File: src/design/rs_config.svh
`ifndef RS_CONFIG_SVH
`define RS_CONFIG_SVH

// operand and result width
`define RS_XLEN 32

// physical register file size
`define RS_PRF 32

// station depth
`define RS_ENTRIES 8

// dispatch width, lane count and cdb ways
`define RS_WAYS 2

// mul issue to cdb result
`define RS_MUL_CYCLES 3

// two-bit operation codes
`define RS_OP_ADD 2'd0
`define RS_OP_SUB 2'd1
`define RS_OP_XOR 2'd2
`define RS_OP_MUL 2'd3

`endif

File: src/design/rs_types_pkg.sv
`include "rs_config.svh"

package rs_types_pkg;

    // one data word
    typedef logic [`RS_XLEN-1:0] xlen_t;

    // physical register index
    typedef logic [$clog2(`RS_PRF)-1:0] prf_tag_t;

    // add, sub, xor or mul
    typedef logic [1:0] alu_op_t;

    // 0 up to RS_ENTRIES inclusive, hence the +1
    typedef logic [$clog2(`RS_ENTRIES+1)-1:0] rs_count_t;

endpackage

File: src/design/rs_ctrl_pkg.sv
package rs_ctrl_pkg;

    // station entry life cycle
    typedef enum logic [1:0] {
        ENTRY_FREE,
        ENTRY_WAIT,
        ENTRY_READY
    } entry_state_t;

    // lane is either free each cycle or counting down a mul
    typedef enum logic {
        LANE_IDLE,
        LANE_MUL
    } lane_state_t;

endpackage

File: src/design/issue_if.sv
`timescale 1ns/1ps
`include "rs_config.svh"

interface issue_if import rs_types_pkg::*; ();

    // one instruction per valid pulse per lane
    logic [`RS_WAYS-1:0]     valid;
    alu_op_t [`RS_WAYS-1:0]  op;
    xlen_t [`RS_WAYS-1:0]    opa;
    xlen_t [`RS_WAYS-1:0]    opb;
    prf_tag_t [`RS_WAYS-1:0] dest_tag;

    // lane cannot take anything this cycle
    logic [`RS_WAYS-1:0]     busy;

    // station side
    modport source (
        output valid, op, opa, opb, dest_tag,
        input  busy
    );

    // execution lane side
    modport sink (
        input  valid, op, opa, opb, dest_tag,
        output busy
    );

endinterface

File: src/design/exec_lanes.sv
`timescale 1ns/1ps
`include "rs_config.svh"

module exec_lanes
    import rs_types_pkg::*;
    import rs_ctrl_pkg::*;
(
    input  logic                    clock,
    input  logic                    reset,
    issue_if.sink                   iss,
    output logic [`RS_WAYS-1:0]     cdb_valid,
    output prf_tag_t [`RS_WAYS-1:0] cdb_tag,
    output xlen_t [`RS_WAYS-1:0]    cdb_data
);

    localparam int CNT_W = $clog2(`RS_MUL_CYCLES + 1);

    for (genvar l = 0; l < `RS_WAYS; l++) begin : g_lane
        lane_state_t lane_state;
        logic [CNT_W-1:0] mul_cnt;
        logic        vld_q;
        prf_tag_t    tag_q;
        xlen_t       data_q;
        xlen_t       mul_a;
        xlen_t       mul_b;
        xlen_t       alu_res;
        logic        mul_done;

        // single-cycle ops
        always_comb begin
            case (iss.op[l])
                `RS_OP_ADD: alu_res = iss.opa[l] + iss.opb[l];
                `RS_OP_SUB: alu_res = iss.opa[l] - iss.opb[l];
                `RS_OP_XOR: alu_res = iss.opa[l] ^ iss.opb[l];
                default:    alu_res = '0;
            endcase
        end

        assign mul_done   = (lane_state == LANE_MUL) && (mul_cnt == CNT_W'(1));
        // busy only while a mul is in flight
        assign iss.busy[l] = (lane_state == LANE_MUL);

        always_ff @(posedge clock) begin
            if (reset) begin
                lane_state <= LANE_IDLE;
                mul_cnt    <= '0;
                vld_q      <= 1'b0;
            end else begin
                vld_q <= 1'b0;
                case (lane_state)
                    LANE_IDLE: begin
                        if (iss.valid[l] && iss.op[l] == `RS_OP_MUL) begin
                            lane_state <= LANE_MUL;
                            mul_cnt    <= CNT_W'(`RS_MUL_CYCLES - 1);
                        end else if (iss.valid[l]) begin
                            vld_q <= 1'b1;
                        end
                    end
                    LANE_MUL: begin
                        if (mul_done) begin
                            vld_q      <= 1'b1;
                            lane_state <= LANE_IDLE;
                        end else begin
                            mul_cnt <= mul_cnt - CNT_W'(1);
                        end
                    end
                    default: lane_state <= LANE_IDLE;
                endcase
            end
        end

        // result payload, low word of product for mul
        always_ff @(posedge clock) begin
            if (iss.valid[l]) begin
                tag_q  <= iss.dest_tag[l];
                mul_a  <= iss.opa[l];
                mul_b  <= iss.opb[l];
                data_q <= alu_res;
            end else if (mul_done) begin
                data_q <= mul_a * mul_b;
            end
        end

        assign cdb_valid[l] = vld_q;
        assign cdb_tag[l]   = tag_q;
        assign cdb_data[l]  = data_q;
    end

endmodule

File: src/flat_wrapper.sv
// flat-port wrapper written by rule: the top's interface ports become plain ports
module exec_lanes_flat import rs_types_pkg::*; import rs_ctrl_pkg::*;
  (clock, reset, cdb_valid, cdb_tag, cdb_data, iss_valid, iss_op, iss_opa, iss_opb, iss_dest_tag, iss_busy);
  issue_if iss_i ();
  input  logic clock;
  input  logic reset;
  output logic [`RS_WAYS-1:0] cdb_valid;
  output prf_tag_t [`RS_WAYS-1:0] cdb_tag;
  output xlen_t [`RS_WAYS-1:0] cdb_data;
  input wire logic [$bits(iss_i.valid)-1:0] iss_valid;
  input wire logic [$bits(iss_i.op)-1:0] iss_op;
  input wire logic [$bits(iss_i.opa)-1:0] iss_opa;
  input wire logic [$bits(iss_i.opb)-1:0] iss_opb;
  input wire logic [$bits(iss_i.dest_tag)-1:0] iss_dest_tag;
  output wire logic [$bits(iss_i.busy)-1:0] iss_busy;
  assign iss_i.valid = iss_valid;
  assign iss_i.op = iss_op;
  assign iss_i.opa = iss_opa;
  assign iss_i.opb = iss_opb;
  assign iss_i.dest_tag = iss_dest_tag;
  assign iss_busy = iss_i.busy;
  exec_lanes u_core (.clock(clock), .reset(reset), .iss(iss_i), .cdb_valid(cdb_valid), .cdb_tag(cdb_tag), .cdb_data(cdb_data));
endmodule
File: config.mk
export PLATFORM = sky130hd
export DESIGN_NAME = exec_lanes_flat
export DESIGN_NICKNAME = d
export VERILOG_FILES = /design/src/design/rs_types_pkg.sv /design/src/design/rs_ctrl_pkg.sv /design/src/design/issue_if.sv /design/src/design/exec_lanes.sv /design/src/flat_wrapper.sv
export VERILOG_INCLUDE_DIRS = /design/src /design/src/design
export SDC_FILE = /design/constraint.sdc
export NUM_CORES = 2
export LEC_CHECK = 0
export ABC_AREA = 1
export ABC_CLOCK_PERIOD_IN_PS = 7500
export BUFFER_PORTS_ARGS = -buffer_cell sky130_fd_sc_hd__buf_2
export CAP_MARGIN = 20
export CELL_PAD_IN_SITES_DETAIL_PLACEMENT = 1
export CELL_PAD_IN_SITES_GLOBAL_PLACEMENT = 2
export CORE_ASPECT_RATIO = 0.5
export CORE_MARGIN = 8
export CORE_UTILIZATION = 39
export CTS_BUF_LIST = sky130_fd_sc_hd__clkbuf_2
export DETAILED_ROUTE_END_ITERATION = 12
export PLACE_DENSITY = 0.91
export SLEW_MARGIN = 5
export SYNTH_ARGS = -nofsm -noshare
export SYNTH_HDL_FRONTEND = slang
export SYNTH_SLANG_ARGS = --single-unit
export TNS_END_PERCENT = 30
File: constraint.sdc
create_clock -name clock -period 7.5 [get_ports clock]
set_input_delay 0.75 -clock clock [delete_from_list [all_inputs] [get_ports clock]]
set_output_delay 0.75 -clock clock [all_outputs]
set_load 0.02 [all_outputs]
==> summary.md <==
| Metric | Value |
|---|---|
| First-pass GRT wire length | `298 mm` |
| GPL Wtd Cong | `1.01` |
| Dominant cell type by area after synthesis | `fa_1` |
| DP HPWL | `170 mm` |
| DR WL/cell | `24.5 um` |
| Worst Path Required | `8330 ps` |
| Fmax | `134 MHz` |
| Clock root cell | `clkbuf_2` |
| Mapped cell area | `46800 um^2` |
| Fill cells | `14900` |
| Total iterations of the first detailed-routing run | `9` |
| Fin. Hold Viols | `0` |
| Number of global-route vias before repair | `45300` |
| Synth top cells by count | `1689 x nand2_1, 1656 x inv_1, 818 x fa_1, 312 x ha_1, 203 x a21oi_1` |
| Max Slew Vio Count | `0` |
| Routed met1 length | `96.6 mm` |
| Avg Cell Area, Syn | `7.68 um^2` |
| Dominant cell by count in the synthesized netlist | `nand2_1` |
| Syn_nets | `7373` |
| Met2 wire len | `69.8 mm` |
| Critical path class | `flop to flop` |
| Top FF cell, synth | `edfxtp_1` |
| Port Buffers | `223` |
| Crit-path max FO | `10` |
| Synth top area share | `35.0%` |
| Clock slew at reported path FFs | `140 ps` |
| WHS Path Cells | `1` |
| Synth unique cells | `60` |
| Status | `finished, final reports clean` |
| DRT Wirelength | `201 mm` |
| GRT Resource Usage Total | `30.2%` |
| Worst slew pin tran | `1240 ps` |
| EDFF count, synth | `202` |
| Initial antenna violation count | `17` |
| Largest net degree at the start of global routing | `64` |
| Hold_ws | `202 ps` |
| Sink Count | `210` |
| Vias per cell | `5.26` |
| Max clock buf depth | `3` |
| IO Pins | `224` |
| Critical path launch point type | `flop` |
| Sequential-to-total area share from yosys stat | `13.3%` |
| DR vias | `43300` |
| Tcrit/Tclk final | `99.5%` |
| Multi-input logic area | `33400 um^2` |
| Die area | `132000 um^2` |
| Die Wd | `506 um` |
| DRC Markers | `0` |
| Die height | `261 um` |
| CTS HTree Levels | `3` |
| DRT iter0 DRCs | `4671` |
| Fraction of layout cells with a size suffix above 1 | `10.6%` |
| Antenna viol nets, final | `0` |
| Crit end category | `flop` |
| Initial Util | `39.1%` |
| Nets | `7839` |
| Synth warnings | `0` |
| CORE AREA | `120000 um^2` |
| Synthesis-to-layout area growth | `14.7%` |
| CP arrival | `8290 ps` |
| FF+latch count, synth | `210` |
| Reg2reg path depth | `20` |
| Max-capacitance violation count | `0` |
| Endpoints failing setup | `0` |
| Area contributors post-synth | `fa_1 35%, nand2_1 14%, inv_1 13%` |
| Post-synth ARST share | `0%` |
| Clock Latency Late Sink | `1110 ps` |
| RSZ-0062 raised after global routing | `true` |
| HP Class | `input pin to flop` |
| Std cell rows | `90` |
| Max Used Layer | `met5` |
| Clock buffer count from CTS | `68` |
| Cell count after synthesis | `6097` |
| Setup Skew | `89.5 ps` |
| Sequential Area | `6230 um^2` |
| Routed wl met3 | `32.0 mm` |
| Fin crit period | `7460 ps` |
| CTS tree | `built` |
| Slew HR | `16.2%` |
| Grt total ovfl | `0` |
-- cell families (layout without fill, tap and decap cells) --
kind of cell | Yosys count | in the layout | share of synthesized area [%]
flops | 210 | 210 | 13.3
fa+ha+maj | 1130 | 1130 | 43.3
simple gates | 2185 | 2185 | 18.9
other cells | 0 | 7 | 0
buf+inv | 1912 | 2421 | 15.6
compound gates | 526 | 526 | 6.41
mux | 1 | 1 | 0.0214
xor+xnor | 133 | 133 | 2.49
-- through the flow --
| stage | setup TNS, ps | utilization, % | setup WS, ps | std cells | cell area (um^2) |
|---|---|---|---|---|---|
| 2_1_floorplan | 0 | - | 858 | 6097 | 46800 |
| 3_3_place_gp | 0 | 42.5 | 86.6 | 7913 | 50900 |
| 3_5_place_dp | -89.2 | 42.5 | -89.2 | 7913 | 50900 |
| 4_1_cts | 0 | 44.3 | 35.1 | 8169 | 53000 |
| 5_1_grt | -165 | 44.8 | -56.9 | 8219 | 53700 |
| 6_report | 0 | 44.8 | 39.8 | 8223 | 53700 |
-- critical path, cell delays in order (launching register included) --
cell and delay [ps]:
edfxtp_1 770, nand2_1 170, fa_1 590, inv_1 90, fa_1 490, inv_1 60
fa_1 480, fa_1 550, inv_1 50, fa_1 480, fa_1 580, fa_1 450
fa_1 450, ha_1 390, nand2_1 190, nor4_1 300, nand2_1 90, o221ai_1 460
a21oi_1 170, o21ai_1 240, nand2_1 120
-- layout by cell type (no fill, tap or decap), types with 6 or more instances in the layout --
cell and count:
buf_12 40, nor2_1 192, inv_1 1656, nor3_1 28, edfxtp_1 202, nand2_2 11, inv_2 14, nor4_1 8
a21oi_1 199, a21oi_2 9, clkbuf_2 86, nand3b_1 13, nand2_1 1687, diode_2 7, xnor2_1 55, nand3_2 8
dlygate4sd3_1 140, o21ai_0 152, a31oi_1 45, bufinv_16 7, nor2_2 9, fa_1 818, nand4_1 15, dfxtp_1 8
buf_2 221, a211oi_1 6, clkinv_1 18, o21ai_1 18, or2_2 33, a21o_1 41, o21bai_1 17, buf_4 230
o211ai_1 6, xor2_1 78, ha_1 311, o21ai_2 6, nand3_1 158
-- path summary, 6_finish.rpt --
kind,from,endpoint,slack [ps]
worst max-delay path,u_core.g_lane[0].mul_a[23]$_DFFE_PP_,u_core.g_lane[0].data_q[28]$_DFFE_PP_,40
worst min-delay path,iss_valid[1],u_core.g_lane[1].mul_a[8]$_DFFE_PP_,200
worst max register to register,u_core.g_lane[0].mul_a[23]$_DFFE_PP_,u_core.g_lane[0].data_q[28]$_DFFE_PP_,40
worst min register to register,u_core.g_lane[0].mul_cnt[0]$_SDFFE_PP0P_,u_core.g_lane[0].mul_cnt[0]$_SDFFE_PP0P_,560
-- flip-flops by register name, indices dropped and copies added (netlist names) --
register                  cells
u_core.g_lane.data_q         64
u_core.g_lane.mul_cnt         4
u_core.g_lane.tag_q          10
u_core.g_lane.lane_state      2
u_core.g_lane.mul_a          64
u_core.g_lane.vld_q           2
u_core.g_lane.mul_b          64
-- area by class of cell --
class,count,share of cell area (%)
multi-input combinational,3975,62.1
inverter,1673,11.7
sequential,210,11.6
timing repair buffer,635,9.45
tap,1610,3.75
clock buffer,86,0.801
clock inverter,27,0.543
antenna,7,0.0326
-- what timing repair did --
item | 4_1_cts | 5_1_grt
resized for setup | 2 | 19
hold endpoints to repair | 148 | 0
buffers inserted | 3 | 46
pin swaps | 0 | 0
hold buffers | 140 | 0
endpoints found under the setup margin | 2 | 18
-- routing by layer --
| layer | global-route usage, % | vias up |
|---|---|---|
| li1 | - | 18900 |
| met1 | 48.9 | 21900 |
| met2 | 36.2 | 2318 |
| met3 | 12.8 | 231 |
| met4 | 4.37 | 4 |
| met5 | 0 | - |
Power is not shown: default switching activity piles up to over one toggle a cycle in this logic, so the estimate is an artifact.
